[src/hw/draw_pkg.sv]
/*
 * Coordinate types and the 32-bit host word shared by the drawing blocks.
 * The host word is read as a point or as a control command, by address.
 */
package draw_pkg;

    localparam int coord_w = 16;                // signed screen coordinate width

    typedef logic signed [coord_w-1:0] coord_t;

    // one segment endpoint, x in the upper half of the host word
    typedef struct packed {
        coord_t x;
        coord_t y;
    } point_t;

    typedef struct packed {
        logic [21:0] reserved;
        logic [3:0]  colour;                    // same width as the colour index
        logic [4:0]  line_count;                // 1 to max_lines, clamped on write
        logic        go;
    } ctrl_t;

    typedef union packed {
        point_t pt;                             // addresses 0 to 31
        ctrl_t  ctrl;                           // address ctrl_addr
    } host_word_u;

    // point k start at 2k, end at 2k+1
    localparam logic [5:0] ctrl_addr = 6'd32;

endpackage

[src/hw/line_rasterizer.sv]
/*
 * Integer Bresenham line engine, one pixel per cycle in any octant.
 * One setup cycle after ras_start, then max(|dx|,|dy|)+1 pixels and ras_done.
 */
`timescale 1ns/1ps

module line_rasterizer (
    input  logic             clk_100m,
    input  logic             reset,
    input  logic             ras_start,
    input  draw_pkg::coord_t x0,
    input  draw_pkg::coord_t y0,
    input  draw_pkg::coord_t x1,
    input  draw_pkg::coord_t y1,
    output logic             pix_we,
    output draw_pkg::coord_t pix_x,
    output draw_pkg::coord_t pix_y,
    output logic             ras_done
);
    import draw_pkg::*;

    localparam int dw = coord_w + 2;              // room for 2*err without overflow

    typedef enum logic [1:0] {
        idle,
        setup,
        run,
        fin
    } ras_state_t;

    ras_state_t state;

    logic signed [dw-1:0] dx_raw;
    logic signed [dw-1:0] dy_raw;
    logic signed [dw-1:0] dx;                     // |x1-x0|
    logic signed [dw-1:0] dy;                     // -|y1-y0|
    logic signed [dw-1:0] err;
    logic signed [dw:0]   e2;
    logic                 sx_neg;
    logic                 sy_neg;
    logic                 step_x;
    logic                 step_y;
    logic                 at_end;
    coord_t               x_cur;
    coord_t               y_cur;

    assign dx_raw = x1 - x0;
    assign dy_raw = y1 - y0;

    assign e2     = {err, 1'b0};
    assign step_x = (e2 >= dy);
    assign step_y = (e2 <= dx);
    assign at_end = (x_cur == x1) && (y_cur == y1);

    // control
    always_ff @(posedge clk_100m) begin
        if (reset) begin
            state <= idle;
        end else begin
            case (state)
                idle: begin
                    if (ras_start) begin
                        state <= setup;
                    end
                end
                setup: state <= run;
                run: begin
                    if (at_end) begin
                        state <= fin;
                    end
                end
                default: state <= idle;           // fin
            endcase
        end
    end

    // datapath
    always_ff @(posedge clk_100m) begin
        case (state)
            idle: begin
                if (ras_start) begin
                    dx     <= (dx_raw < 0) ? -dx_raw : dx_raw;
                    dy     <= (dy_raw < 0) ? dy_raw : -dy_raw;
                    sx_neg <= (dx_raw < 0);
                    sy_neg <= (dy_raw < 0);
                    x_cur  <= x0;
                    y_cur  <= y0;
                end
            end
            setup: begin
                err <= dx + dy;
            end
            run: begin
                if (!at_end) begin
                    if (step_x && step_y) begin
                        err <= err + dx + dy;     // diagonal step
                    end else if (step_x) begin
                        err <= err + dy;
                    end else if (step_y) begin
                        err <= err + dx;
                    end
                    if (step_x) begin
                        x_cur <= sx_neg ? x_cur - 1'b1 : x_cur + 1'b1;
                    end
                    if (step_y) begin
                        y_cur <= sy_neg ? y_cur - 1'b1 : y_cur + 1'b1;
                    end
                end
            end
            default: begin
            end
        endcase
    end

    assign pix_we   = (state == run);
    assign pix_x    = x_cur;
    assign pix_y    = y_cur;
    assign ras_done = (state == fin);

    // the sequencer waits for ras_done before the next segment
    start_when_idle_a: assert property (
        @(posedge clk_100m) disable iff (reset) ras_start |-> state == idle
    );

endmodule

[config.mk]
export PLATFORM = sky130hd
export DESIGN_NAME = line_rasterizer
export DESIGN_NICKNAME = d
export VERILOG_FILES = /design/src/hw/draw_pkg.sv /design/src/hw/line_rasterizer.sv
export SDC_FILE = /design/constraint.sdc
export NUM_CORES = 1
export LEC_CHECK = 0
export ABC_AREA = 0
export BUFFER_PORTS_ARGS = -buffer_cell sky130_fd_sc_hd__buf_4
export CAP_MARGIN = 20
export CORE_ASPECT_RATIO = 0.5
export CORE_MARGIN = 4
export CORE_UTILIZATION = 40
export DETAILED_ROUTE_END_ITERATION = 8
export PLACE_DENSITY = 0.63
export SYNTH_ARGS = -nofsm -noshare
export SYNTH_HDL_FRONTEND = slang
export SYNTH_SLANG_ARGS = --single-unit
[constraint.sdc]
create_clock -name clk_100m -period 11.8 [get_ports clk_100m]
set_clock_uncertainty 0.2 [all_clocks]
set_input_delay 1.18 -clock clk_100m [delete_from_list [all_inputs] [get_ports clk_100m]]
set_output_delay 1.18 -clock clk_100m [all_outputs]
set_load 0.03 [all_outputs]
==> metrics.csv <==
metric,value,unit
RSZ-0062 raised after global routing,no,
row count,43,
io pins,101,
Final setup viols,0,
global-route wire length before repair,53.7,mm
final WL,34.6,mm
area of the mapped netlist,11500,um2
post-synthesis sequential area ratio,0.234,
Peak Freq,213,MHz
Max Slew Vio Count,0,
Setup Crit Path Kind,reg2reg,
Critical Path Slowest Stage Cell,edfxtp_1,
DRC,0,
TritonCTS clock tree,done,
worst path cell trace,ha_1 > a211oi_1 > o21ai_0 > a31oi_1 > o21bai_1 > a21oi_1 > xnor2_1 > ha_1 > and3_1 > a21oi_1 > o21ai_2 > o311a_4 > o41ai_4 > mux2i_1 > a2111oi_2 > a221o_1,
path type of the worst min-delay path,reg2reg,
status,finished clean,
final setup TNS,0,ns
nets,1678,
vias in the first global route,9964,
largest net degree at the start of global routing,50,
CTS buffer count,9,
die height,128,um
Syn Inst Count,1334,
Port Buffers,100,
"EDFF count, synth",88,
initial antenna violation count,2,
cts hold-fix bufs,0,
via count,10300,
clock sink count,90,
worst-case clock buffer depth,2,
asr flop ratio synth,0,
Max-cap violations,0,
final antenna-violating net count,0,
CP max stage delay,0.49,ns
Starting Density,0.410,
min cycle time layout,4.69,ns
share of layout cells above drive strength 1,0.109,
drt first-iter violations,718,
CP arrival,4.60,ns
Detail Placement HPWL,28.3,mm
synth unique cells,87,
post-DR wirelength/cell,19.0,um
Critical Path RT,11.71,ns
drt first pass iters,5,
Tcrit/Tclk final,0.397,
Clock Pin Slew Worst Setup and Hold Paths,0.08,ns
Skew-Pair Late Insertion Delay,0.36,ns
vias per inst,5.66,
synthesis-to-finish area growth,13.3,%
die area,31600,um2
crit path launch type,flip-flop,
GRT Util Overall,0.216,
Avg Synthesized Cell Area,8.59,um2
Post-CTS Setup Inserts,0,
DIE WIDTH,247,um
Final Hold Fails,0,
dominant cells by area after synthesis,"edfxtp_1 23%, ha_1 18%, xnor2_1 9.4%",
CP max FO,7,
GRT Residual Overflow,0,
fillers,2674,
CTS Root Cell,clkbuf_16,
post-synth top area cell,edfxtp_1,
Synth Net Count,1578,
ys flop type,edfxtp_1,
Clock H-tree levels,3,
"top cells by count, synth","169 x ha_1, 123 x xnor2_1, 117 x inv_1",
total core area,27900,um2
Critical Path Sink Type,flip-flop,
GPL Wtd Cong,0.943,
Synth Register Bits,90,
Worst-Margin Slew,0.806,ns
CTS resizes,0,
most numerous cell in the Yosys netlist,ha_1,
slew margin rel.,0.463,
Synth top area share,0.231,
synth warn,0,
==> worst max-delay path: cells and delay by family, from the launching register on <==
| kind | cells | cell delay [ns] |
|---|---|---|
| mux | 1 | 0.25 |
| compound gates | 11 | 2.43 |
| flops | 1 | 0.49 |
| xor+xnor | 1 | 0.18 |
| fa+ha+maj | 2 | 0.69 |
| simple gates | 1 | 0.20 |
==> metrics by stage <==
step | hold WS [ns] | utilization | std cells | area [um2] | worst slack (ns)
CTS | 0.336 | 0.464 | 1820 | 13000 | 7.24
global placement | 0.306 | 0.454 | 1804 | 12700 | 7.32
finish | 0.328 | 0.465 | 1823 | 13000 | 7.11
global route | 0.379 | 0.465 | 1823 | 13000 | 6.96
floorplan | 0.282 | - | 1334 | 11500 | 7.59
detailed placement | 0.325 | 0.454 | 1804 | 12700 | 7.13
==> flip-flops by register name, indices dropped and copies added, names as in the netlist <==
| name | count |
|---|---|
| sx_neg | 1 |
| pix_x | 16 |
| err | 18 |
| sy_neg | 1 |
| state | 2 |
| dx | 18 |
| pix_y | 16 |
| dy | 18 |
==> area by class of cell <==
| cell class | count | area [um2] | share of cell area |
|---|---|---|---|
| multi-input cells | 1103 | 8250 | 0.636 |
| flip-flops and latches | 90 | 2680 | 0.207 |
| repair buffers | 109 | 818 | 0.0631 |
| well taps | 382 | 478 | 0.0368 |
| inverters | 121 | 454 | 0.0350 |
| clock buffers | 10 | 229 | 0.0176 |
| clock inverters | 6 | 61.3 | 0.00473 |
| diodes | 2 | 5.00 | 0.000386 |
==> worst paths after layout <==
check                           startpoint  endpoint  slack, ns  cells after the start
worst max register to register      err[1]   err[16]       7.11                     16
worst max-delay path                err[1]   err[16]       7.11                     16
worst min-delay path              state[0]  state[0]       0.33                      2
worst min register to register    state[0]  state[0]       0.33                      2
==> cells by family after synthesis <==
kind of cell	after synthesis	synth area share
AND/OR/NAND/NOR	384	0.166
AO/OA/AOI/OAI	359	0.210
adder cells (fa/ha/maj)	177	0.199
XOR/XNOR	160	0.124
buffers and inverters	141	0.0465
flip-flops	90	0.234
multiplexers	22	0.0194
other	1	0.000327
==> per-layer routing <==
metal | up-vias | track usage | wire (um)
met5 | - | 0 | 0
met4 | 0 | 0.0557 | 705
met3 | 32 | 0.0234 | 1720
met2 | 330 | 0.351 | 15600
met1 | 4840 | 0.307 | 16600
li1 | 5119 | - | -
==> cells in the final DEF, fill, tap and decap left out, drive strengths merged, types with 8 or more instances in the layout <==
master and count:
nor2 96, or3 10, fa 8, clkbuf 11, inv 124, xor2 35, o21a 16, a31oi 20
a211o 10, a211oi 15, nand3 32, nor4 9, or2 8, nor3 40, mux2i 20, nor2b 18
xnor2 124, o21ai 76, buf 108, ha 169, o211ai 10, and3 17, nand3b 9, edfxtp 88
a21oi 99, o31ai 9, nand4 16, o21bai 9, a21o 35, nand2 102
Power is left out: the tool's default activity adds up to more than one toggle a clock period on the data nets, which glitch-free logic cannot reach.
