**src/hw/draw_pkg.sv**
```systemverilog
/*
 * Coordinate types and the 32-bit host word shared by the drawing blocks.
 * The host word is read as a point or as a control command, by address.
 */
package draw_pkg;

    localparam int coord_w = 16;                // signed screen coordinate width

    typedef logic signed [coord_w-1:0] coord_t;

    // one segment endpoint, x in the upper half of the host word
    typedef struct packed {
        coord_t x;
        coord_t y;
    } point_t;

    typedef struct packed {
        logic [21:0] reserved;
        logic [3:0]  colour;                    // same width as the colour index
        logic [4:0]  line_count;                // 1 to max_lines, clamped on write
        logic        go;
    } ctrl_t;

    typedef union packed {
        point_t pt;                             // addresses 0 to 31
        ctrl_t  ctrl;                           // address ctrl_addr
    } host_word_u;

    // point k start at 2k, end at 2k+1
    localparam logic [5:0] ctrl_addr = 6'd32;

endpackage

```
**src/hw/shape_sequencer.sv**
```systemverilog
/*
 * Walks the segment table and starts one rasterizer run per line.
 * busy spans the first ras_start to the last ras_done; done marks the end.
 */
`timescale 1ns/1ps

module shape_sequencer #(
    parameter int max_lines = 16
) (
    input  logic                               clk_100m,
    input  logic                               reset,
    input  logic                               go_pulse,
    input  logic [$clog2(max_lines+1)-1:0]     line_count,
    input  draw_pkg::coord_t                   start_x,
    input  draw_pkg::coord_t                   start_y,
    input  draw_pkg::coord_t                   end_x,
    input  draw_pkg::coord_t                   end_y,
    input  logic                               ras_done,
    output logic [$clog2(max_lines)-1:0]       tbl_index,
    output logic                               ras_start,
    output draw_pkg::coord_t                   x0,
    output draw_pkg::coord_t                   y0,
    output draw_pkg::coord_t                   x1,
    output draw_pkg::coord_t                   y1,
    output logic                               busy,
    output logic                               done
);
    localparam int lc_w = $clog2(max_lines + 1);

    typedef enum logic [1:0] {
        idle,
        load,
        draw,
        finish
    } seq_state_t;

    seq_state_t      state;
    logic [lc_w-1:0] line_num;                    // lines started so far
    logic            last_line;

    assign last_line = (line_num == line_count);

    // tbl_index always points at the next segment to fetch
    always_ff @(posedge clk_100m) begin
        if (reset) begin
            state     <= idle;
            tbl_index <= '0;
            line_num  <= '0;
        end else begin
            case (state)
                idle: begin
                    if (go_pulse) begin
                        state     <= load;
                        tbl_index <= tbl_index + 1'b1;
                        line_num  <= lc_w'(1);
                    end
                end
                load: begin
                    state <= draw;                // ras_start goes out now
                end
                draw: begin
                    if (ras_done) begin
                        if (last_line) begin
                            state <= finish;
                        end else begin
                            state     <= load;
                            tbl_index <= tbl_index + 1'b1;
                            line_num  <= line_num + 1'b1;
                        end
                    end
                end
                default: begin                    // finish
                    state     <= idle;
                    tbl_index <= '0;
                end
            endcase
        end
    end

    // segment endpoints, held for the whole run
    always_ff @(posedge clk_100m) begin
        if ((state == idle && go_pulse) || (state == draw && ras_done && !last_line)) begin
            x0 <= start_x;
            y0 <= start_y;
            x1 <= end_x;
            y1 <= end_y;
        end
    end

    assign ras_start = (state == load);
    assign busy      = (state == load) || (state == draw);
    assign done      = (state == finish);

    // the rasterizer only finishes a run that was started from here
    done_in_draw_a: assert property (
        @(posedge clk_100m) disable iff (reset) ras_done |-> state == draw
    );

endmodule

```
**config.mk**
```make
export PLATFORM = sky130hd
export DESIGN_NAME = shape_sequencer
export DESIGN_NICKNAME = d
export VERILOG_FILES = /design/src/hw/draw_pkg.sv /design/src/hw/shape_sequencer.sv
export SDC_FILE = /design/constraint.sdc
export NUM_CORES = 1
export LEC_CHECK = 0
export BUFFER_PORTS_ARGS = -buffer_cell sky130_fd_sc_hd__clkbuf_2
export CAP_MARGIN = 20
export CORE_ASPECT_RATIO = 1.25
export CORE_MARGIN = 2
export CORE_UTILIZATION = 30
export DETAILED_ROUTE_END_ITERATION = 16
export GPL_TIMING_DRIVEN = 0
export PLACE_DENSITY = 0.6
export SLEW_MARGIN = 20
export SYNTH_ARGS = -nofsm -noshare
export SYNTH_HDL_FRONTEND = slang
export SYNTH_SLANG_ARGS = --single-unit
```
**constraint.sdc**
```tcl
create_clock -name clk_100m -period 3.05 [get_ports clk_100m]
set_input_delay 0.1525 -clock clk_100m [delete_from_list [all_inputs] [get_ports clk_100m]]
set_output_delay 0.1525 -clock clk_100m [all_outputs]
set_load 0.02 [all_outputs]
```
==> results of run 1 <==
power by group through the flow:
| stage | Combinational, mW | Sequential (mW) | Clock, mW |
|---|---|---|---|
| floorplan | 0.345 | 1.95 | 0 |
| global placement | 1.05 | 1.62 | 0 |
| detailed placement | 1.11 | 1.60 | 0 |
| CTS | 1.18 | 1.58 | 0.856 |
| global route | 1.26 | 1.61 | 0.898 |
| finish | 1.16 | 1.58 | 0.824 |
final timing paths:
path,from,end,slack (ns),cells past startpoint
worst max-delay path,state[0],tbl_index[2],0.70,7
worst min-delay path,reset,line_num[2],0.06,2
worst min register to register,tbl_index[1],tbl_index[1],0.50,2
worst max register to register,state[0],tbl_index[2],0.70,7
layout make-up:
type	count	share of cell area
buffer	1	0.000855
clock buffer	10	0.0291
clock inverter	6	0.0200
inverter	7	0.00599
multi-input combinational	68	0.108
sequential	75	0.488
tap	120	0.0342
timing repair buffer	208	0.314
stage by stage:
| step | util | worst slack (ns) | TNS, ns | instance area [um^2] |
|---|---|---|---|---|
| after floorplan | - | 0.226 | 0 | 2640 |
| after global placement | 0.407 | -0.431 | -27.41 | 3500 |
| after detailed placement | 0.410 | 0.725 | 0 | 3530 |
| after CTS | 0.510 | 0.717 | 0 | 4390 |
| after global routing | 0.510 | 0.529 | 0 | 4390 |
| final | 0.510 | 0.699 | 0 | 4390 |
worst register-to-register path: stages (launching register included):
cell and delay [ns]:
dfxtp_1 0.43, inv_1 0.09, ha_1 0.30, inv_1 0.17, o22ai_1 0.20, a311o_1 0.47
or4b_1 0.49, a21oi_1 0.15
sequential cells by signal, summed over array words and instances (netlist names):
signal / cells
x0: 16
x1: 16
y0: 16
y1: 16
line_num: 5
tbl_index: 4
state: 2
logic make-up after synthesis:
group / after synthesis
flops: 75
xor+xnor: 3
buf+inv: 8
fa+ha+maj: 7
simple gates: 33
compound gates: 25
layer usage:
layer / track usage / part of all wire / up-vias
met5: 0 / 0 / -
met4: 0.0692 / 0.015 / 0
met3: 0.0409 / 0.088 / 10
met2: 0.225 / 0.51 / 92
met1: 0.143 / 0.38 / 949
li1: - / - / 1014
layout by cell type (no fill, tap or decap), drive strengths merged, types with 5 or more instances in the layout:
cell / count
a21oi: 9
clkbuf: 154
dfxtp: 11
dlygate4sd3: 64
edfxtp: 64
ha: 7
inv: 8
nand2: 6
nand3: 5
nor2: 5
o21ai: 6
repair_timing:
| action | 4_1_cts | 5_1_grt |
|---|---|---|
| hold buffers | 64 | 0 |
| endpoints found under the hold margin | 64 | 0 |
| buffers inserted | 0 | 0 |
==> impl_metrics.py, run 1 <==
metrics = {
    "critical_path": {
        "cp.required_ns": 3.33,
        "critPathLaunchType": "flop",
        "cp.arrival_ns": 2.63,
        "endpoint_kind": "flop",
        "crit_top_cell": "inv_1",
        "crit_family": "compound AO/OA/AOI/OAI gates",
        "critPathSlowestCell": "or4b_1",
        "path_class": "flop to flop",
        "crit_buf_inv": 2,
        "path_max_fanout": 9,
        "cpPeakStageDelay_ns": 0.49,
        "path_cells": "inv_1, ha_1, inv_1, o22ai_1, a311o_1, or4b_1, a21oi_1",
    },
    "global_routing": {
        "grt_first_pass_wirelength_um": 9390,
        "antenna_found_initial": 0,
        "gr-usage-all-layers": 0.131,
        "grt_max_degree": 39,
        "grt_pass1_vias": 2018,
        "gr-total-overflow": 0,
    },
    "cts": {
        "htree_levels": 3,
        "cts_tree": "built",
        "clk_root_buffer_cell": "clkbuf_8",
        "cts.clk_slew.worst_paths_ns": 0.08,
        "post_cts_resized": 0,
        "cts.sinks": 75,
        "insertion_delay_ns": 0.34,
        "cts_inserted_buffers": 9,
        "clock_path_buffers": 2,
    },
    "yosys": {
        "syn_nets": 231,
        "synthArstFlopShare": 0,
        "synth_cells": 151,
        "synthSimpleGateAreaFrac": 0.0721,
        "synth_seq_cells": 75,
        "synthTopCellsByCount": "edfxtp_1 (64), dfxtp_1 (11), a21oi_1 (9)",
        "synth.mux.area_fraction": 0,
        "synth.most_common_cell": "edfxtp_1",
        "yosysTopAreaCell": "edfxtp_1",
        "yosys.area_share.xor_xnor": 0.00996,
        "synth.cell_area_mm2": 0.00264,
        "ys_seq_area_frac": 0.812,
        "synth.area.top_cells": "edfxtp_1 (73%), dfxtp_1 (8.3%), ha_1 (3.3%)",
        "syn_area_per_cell_um2": 17.5,
        "synth-compound-area-share": 0.0612,
        "synth_edf_count": 64,
        "synth_warnings": 0,
        "ys_types": 33,
        "synth-adder-area-share": 0.0332,
        "synth_top_family_by_area": "simple AND/OR/NAND/NOR gates",
        "yosys.area.top_type_share": 0.729,
        "synthFlopType": "edfxtp_1",
    },
    "place": {
        "hpwl_um": 4310,
        "port_buffers": 143,
        "dpl.cell_count": 415,
        "gp_congestion": 0.854,
    },
    "floorplanning": {
        "pin_count": 144,
        "initial_core_util": 0.306,
        "dieArea_mm2": 0.00956,
        "fp.dieH_um": 109,
        "placementRows": 38,
        "core_mm2": 0.00861,
        "die_x_um": 87.9,
    },
    "sta": {
        "hold-worst-slack_ns": 0.0570,
        "fmax_mhz": 425,
        "maxSlewViolCount": 0,
        "skew_ns": 0.00716,
        "relSlewSlack": 0.684,
        "layout_min_cycle_time_ns": 2.35,
        "worstMarginPinSlew_ns": 0.473,
        "rsz0062_at_grt": "false",
        "timing.final.crit_share": 0.771,
        "setup_viol": 0,
        "hold_violations": 0,
    },
    "detailed_routing": {
        "avgViaCountPerCell": 4.17,
        "num_vias": 2065,
        "drt_wl_total_um": 6340,
        "drtAntennaViolNets": 0,
        "dr.pass1.iters": 4,
        "avgRoutedWirePerCell_um": 12.8,
        "drc_errors": 0,
        "drt-initial-drc-count": 61,
    },
    "layout": {
        "nFillCells": 756,
        "regArea_mm2": 0.00214,
        "layout-drive-gt1-share": 0.429,
        "multi_input_area_um2": 474,
        "antenna_cells": 0,
        "stdcell_count": 495,
        "areaGrowthSynthToFinish_pct": 66.4,
        "layout.nets": 450,
    },
    "pwr": {
        "p_sw_mw": 1.24,
        "power.density_mw_per_mm2": 812,
        "p_sw_frac": 0.348,
        "vdd_drop_max_uv": 472,
        "power_mw": 3.56,
        "p_int_mw": 2.33,
        "p_seq_frac": 0.443,
        "power_frac_comb": 0.326,
        "leakage_nw": 1.87,
        "clockPowerShare": 0.231,
    },
    "run": {
        "max_cap_viol_count": 0,
    },
    "hold_path": {
        "hold_path_class": "input port to flop",
    },
    "status": {
        "status": "finished clean",
    },
}
(Power assumes the default switching activity.)
==> inputs of run 2 (changes only) <==
==> constraint.sdc (replaced) <==
create_clock -name clk_100m -period 2 [get_ports clk_100m]
set_input_delay 0.1 -clock clk_100m [delete_from_list [all_inputs] [get_ports clk_100m]]
set_output_delay 0.1 -clock clk_100m [all_outputs]
set_load 0.02 [all_outputs]
==> impl_metrics.py, run 2 (synthesized netlist as in run 1, its figures left out) <==
metrics = {
    "status": {
        "status": "finished clean",
    },
    "sta": {
        "setup_viol": 0,
        "setup_tns_ns": 0,
        "maxSlewViolCount": 0,
        "worstMarginPinSlew_ns": 0.476,
        "layout_min_cycle_time_ns": 1.96,
        "final.setup.worst_slack_ns": 0.0409,
        "timing.final.crit_share": 0.980,
        "skew_ns": 0.00705,
        "rsz0062_at_grt": "true",
        "fmax_mhz": 510,
        "hold_violations": 0,
        "relSlewSlack": 0.681,
    },
    "layout": {
        "post-route-util": 0.521,
        "final_cell_area_mm2": 0.00449,
        "final_cell_mix": "clkbuf_2 (143), dlygate4sd3_1 (65), edfxtp_1 (64), clkbuf_8 (9)",
        "layout.nets": 454,
        "final_common_cell": "clkbuf_2",
        "stdcell_count": 499,
        "areaGrowthSynthToFinish_pct": 70.1,
        "layout-drive-gt1-share": 0.456,
        "multi_input_area_um2": 528,
        "regArea_mm2": 0.00215,
        "nFillCells": 736,
        "antenna_cells": 0,
    },
    "global_routing": {
        "grt_max_degree": 65,
        "use_met3": 0.0447,
        "met1_usage": 0.133,
        "grt_first_pass_wirelength_um": 9220,
        "gr-usage-all-layers": 0.130,
        "top_usage_layer": "met2",
        "gr-total-overflow": 0,
        "grt_pass1_vias": 1967,
        "grt_util_met2": 0.229,
        "antenna_found_initial": 0,
    },
    "critical_path": {
        "path_cells": "inv_1, ha_4, inv_2, o22ai_2, a311o_2, or4b_1, a21oi_2",
        "path_max_fanout": 7,
        "cp.arrival_ns": 2.24,
        "r2r-start": "state[0]",
        "path_class": "flop to flop",
        "cp.required_ns": 2.28,
        "endpoint_kind": "flop",
        "crit_buf_inv": 2,
        "cpPeakStageDelay_ns": 0.50,
        "critPathLaunchType": "flop",
        "critPathSlowestCell": "or4b_1",
        "critPathLaunch": "state[0]",
        "crit_family": "compound AO/OA/AOI/OAI gates",
    },
    "floorplanning": {
        "fp.dieH_um": 109,
        "pin_count": 144,
        "initial_core_util": 0.306,
        "die_x_um": 87.9,
        "dieArea_mm2": 0.00956,
        "placementRows": 38,
        "core_mm2": 0.00861,
    },
    "cts": {
        "insertion_delay_ns": 0.34,
        "htree_levels": 3,
        "cts_tree": "built",
        "cts_inserted_buffers": 9,
        "clk_root_buffer_cell": "clkbuf_8",
        "cts.sinks": 75,
        "cts.clk_slew.worst_paths_ns": 0.07,
        "clock_path_buffers": 2,
    },
    "detailed_routing": {
        "drc_errors": 0,
        "num_vias": 2140,
        "drt-initial-drc-count": 99,
        "drtAntennaViolNets": 0,
        "drt_wl_total_um": 6840,
        "avgRoutedWirePerCell_um": 13.7,
        "dr.pass1.iters": 4,
        "avgViaCountPerCell": 4.29,
    },
    "place": {
        "post_dp_cell_area_mm2": 0.00351,
        "dpl.cell_count": 414,
        "port_buffers": 143,
        "post-place-ws_ns": -0.181,
        "gp_congestion": 0.872,
    },
    "hold_path": {
        "hold_path_class": "input port to flop",
        "min_from": "ras_done",
    },
    "pwr": {
        "power.density_mw_per_mm2": 1270,
        "leakage_nw": 1.90,
        "vdd_drop_max_uv": 883,
    },
    "run": {
        "max_cap_viol_count": 0,
    },
}
run 2: cell count changes in the layout (fill, tap and decap cells not counted), moves of 2 or more:
| cell | previous run | this run |
|---|---|---|
| ha_1 | 7 | 5 |
| buf_4 | 0 | 3 |
| dfxtp_1 | 11 | 8 |
| dfxtp_2 | 0 | 2 |
| ha_4 | 0 | 2 |
run 2: worst register-to-register path, delay by kind of cell, from the launching register on:
kind / cells / cell delay, ns
compound gates: 3 / 0.65
simple gates: 1 / 0.50
flops: 1 / 0.34
fa+ha+maj: 1 / 0.21
buf+inv: 2 / 0.19
run 2: area by class of cell:
type / instances / share of cell area
inverter: 7 / 0.00586
timing repair buffer: 211 / 0.310
clock inverter: 6 / 0.0251
buffer: 1 / 0.000837
tap: 120 / 0.0335
sequential: 75 / 0.479
multi-input combinational: 69 / 0.118
clock buffer: 10 / 0.0285
run 2: layer usage:
layer	wire length, um	part of all wire
met5	0	0
met4	135	0.020
met3	509	0.074
met2	3600	0.53
met1	2590	0.38
run 2: power breakdown:
group	internal (mW)	switching (mW)
Clock	0.834	0.549
Sequential	2.26	0.150
Combinational	0.652	1.25
run 2: path summary, 6_finish.rpt:
check	endpoint	slack (ns)	depth (start not counted)
min reg2reg	tbl_index[3]	0.50	2
max	tbl_index[2]	0.04	7
max reg2reg	tbl_index[2]	0.04	7
min	state[0]	0.32	4
run 2: repair_timing:
action,in CTS,in global routing
hold endpoints to repair,65,0
cloned,0,1
setup endpoints to repair,68,66
hold buffers,65,0
setup buffers,2,1
pin swaps,1,3
resized for setup,8,4
run 2: per-stage QoR:
| step | power, mW | hold WS (ns) |
|---|---|---|
| finish | 5.70 | 0.319 |
| detailed placement | 4.09 | 0.279 |
| floorplan | 3.49 | 0.199 |
| CTS | 5.66 | 0.220 |
| global route | 6.00 | 0.334 |
| global placement | 4.06 | 0.277 |
==> inputs of run 3 (changes only) <==
--- a/config.mk
+++ b/config.mk
@@ -5,14 +5,15 @@
 export SDC_FILE = /design/constraint.sdc
 export NUM_CORES = 1
 export LEC_CHECK = 0
-export BUFFER_PORTS_ARGS = -buffer_cell sky130_fd_sc_hd__clkbuf_2
 export CAP_MARGIN = 20
 export CORE_ASPECT_RATIO = 1.25
 export CORE_MARGIN = 2
 export CORE_UTILIZATION = 30
 export DETAILED_ROUTE_END_ITERATION = 16
+export DONT_BUFFER_PORTS = 1
 export GPL_TIMING_DRIVEN = 0
-export PLACE_DENSITY = 0.6
+export PLACE_DENSITY = 0.45
+export RECOVER_POWER = 25
 export SLEW_MARGIN = 20
 export SYNTH_ARGS = -nofsm -noshare
 export SYNTH_HDL_FRONTEND = slang
==> impl_metrics.py, run 3 (synthesized netlist as in run 1, its figures left out) <==
metrics = {
    "floorplanning": {
        "pin_count": 144,
        "initial_core_util": 0.306,
        "die_x_um": 87.9,
        "placementRows": 38,
        "fp.dieH_um": 109,
        "core_mm2": 0.00861,
        "dieArea_mm2": 0.00956,
    },
    "critical_path": {
        "critPathLaunchType": "flop",
        "rr_worst_depth": 8,
        "critPathSlowestCell": "a311o_2",
        "cpPeakStageDelay_ns": 0.39,
        "path_max_fanout": 7,
        "crit_buf_inv": 3,
        "rr_endpoint": "tbl_index[1]",
        "path_cells": "inv_2, ha_4, inv_4, o22ai_4, a311o_2, buf_4, or3b_1, a21oi_1",
        "endpoint_kind": "flop",
        "endpoint": "tbl_index[1]",
        "r2r-start": "state[0]",
        "path_class": "flop to flop",
        "crit_family": "compound AO/OA/AOI/OAI gates",
        "critPathLaunch": "state[0]",
        "cp.required_ns": 2.28,
        "cp.arrival_ns": 2.21,
        "r2r_slack_ns": 0.07,
        "cp.depth": 8,
    },
    "cts": {
        "cts_inserted_buffers": 9,
        "clock_path_buffers": 2,
        "cts.sinks": 75,
        "insertion_delay_ns": 0.35,
        "htree_levels": 3,
        "cts.clk_slew.worst_paths_ns": 0.08,
        "cts_tree": "built",
        "clk_root_buffer_cell": "clkbuf_8",
    },
    "detailed_routing": {
        "drt-initial-drc-count": 117,
        "avgViaCountPerCell": 4.52,
        "drt_wl_total_um": 6490,
        "drtAntennaViolNets": 0,
        "dr.pass1.iters": 4,
        "num_vias": 1618,
        "drc_errors": 0,
        "avgRoutedWirePerCell_um": 18.1,
    },
    "sta": {
        "worstMarginPinSlew_ns": 0.555,
        "layout_min_cycle_time_ns": 1.93,
        "hold_violations": 0,
        "relSlewSlack": 0.629,
        "setup_viol": 0,
        "timing.final.crit_share": 0.963,
        "skew_ns": 0.00921,
        "fmax_mhz": 519,
        "maxSlewViolCount": 0,
    },
    "hold_path": {
        "hold_path_class": "input port to flop",
        "min_from": "go_pulse",
    },
    "layout": {
        "layout-drive-gt1-share": 0.143,
        "final_cell_area_mm2": 0.00377,
        "antenna_cells": 0,
        "final_cell_mix": "dlygate4sd3_1 (65), edfxtp_1 (64), clkbuf_8 (9), dfxtp_1 (9), a21oi_1 (8)",
        "final_common_cell": "dlygate4sd3_1",
        "post-route-util": 0.438,
        "layout.nets": 313,
        "areaGrowthSynthToFinish_pct": 42.8,
    },
    "pwr": {
        "leakage_nw": 1.29,
        "vdd_drop_max_uv": 725,
        "power.density_mw_per_mm2": 1370,
        "power_mw": 5.17,
    },
    "place": {
        "hpwl_um": 3710,
        "post_dp_cell_area_mm2": 0.00280,
        "port_buffers": 0,
        "gp_congestion": 0.728,
    },
    "global_routing": {
        "grt_first_pass_wirelength_um": 8480,
        "gr-total-overflow": 0,
        "grt_pass1_vias": 1643,
        "grt_max_degree": 65,
        "antenna_found_initial": 0,
        "gr-usage-all-layers": 0.124,
    },
    "run": {
        "max_cap_viol_count": 0,
    },
    "status": {
        "status": "finished clean",
    },
}
## run 3: final cells by class
class	instances	area (um^2)
flip-flops and latches	75	2150
plain buffers	1	3.75
multi-input cells	70	561
clock buffers	9	124
fillers	740	4840
clock inverters	7	68.8
repair buffers	69	681
well taps	120	150
inverters	7	28.8
## run 3: what timing repair did
item                                    CTS  global route
pin swaps                                 1             4
hold endpoints to repair                 66             0
resized for setup                         9             9
endpoints found under the setup margin   70            67
setup buffers                             1             3
gates cloned                              0             2
hold buffers                             65             0
## run 3: worst min-delay path: cells and delay by family
family          cells  cell delay [ns]
compound gates      2             0.22
simple gates        1             0.05
## run 3: worst min-delay path by stage
stage	to	slack, ns	cells after the start
floorplan	x0[0]	0.20	0
global placement	x0[9]	0.20	0
detailed placement	y0[12]	0.20	0
CTS	state[0]	0.01	3
global route	state[0]	0.05	3
finish	state[0]	0.05	3
## run 3: routing by layer
metal	GRT usage	share of wire
met5	0	0
met4	0.0692	0.019
met3	0.0507	0.084
met2	0.228	0.54
met1	0.113	0.36
## run 3: stage by stage
step           worst slack, ns  hold slack (ns)  setup TNS [ns]  cells
2_1_floorplan           0.0323            0.199               0    151
3_3_place_gp            -0.195            0.199           -1.24    271
3_5_place_dp            -0.221            0.199           -3.91    271
4_1_cts              0.0000255           0.0144               0    353
5_1_grt                -0.0139           0.0545         -0.0170    358
6_report                0.0739           0.0495               0    358
## run 3: report_power, final
part           internal [mW]  total, mW  switching [mW]
clock                  0.570       1.11           0.543
combinational          0.426       1.06           0.630
sequential              2.30       3.00           0.703
total                   3.30       5.17            1.88
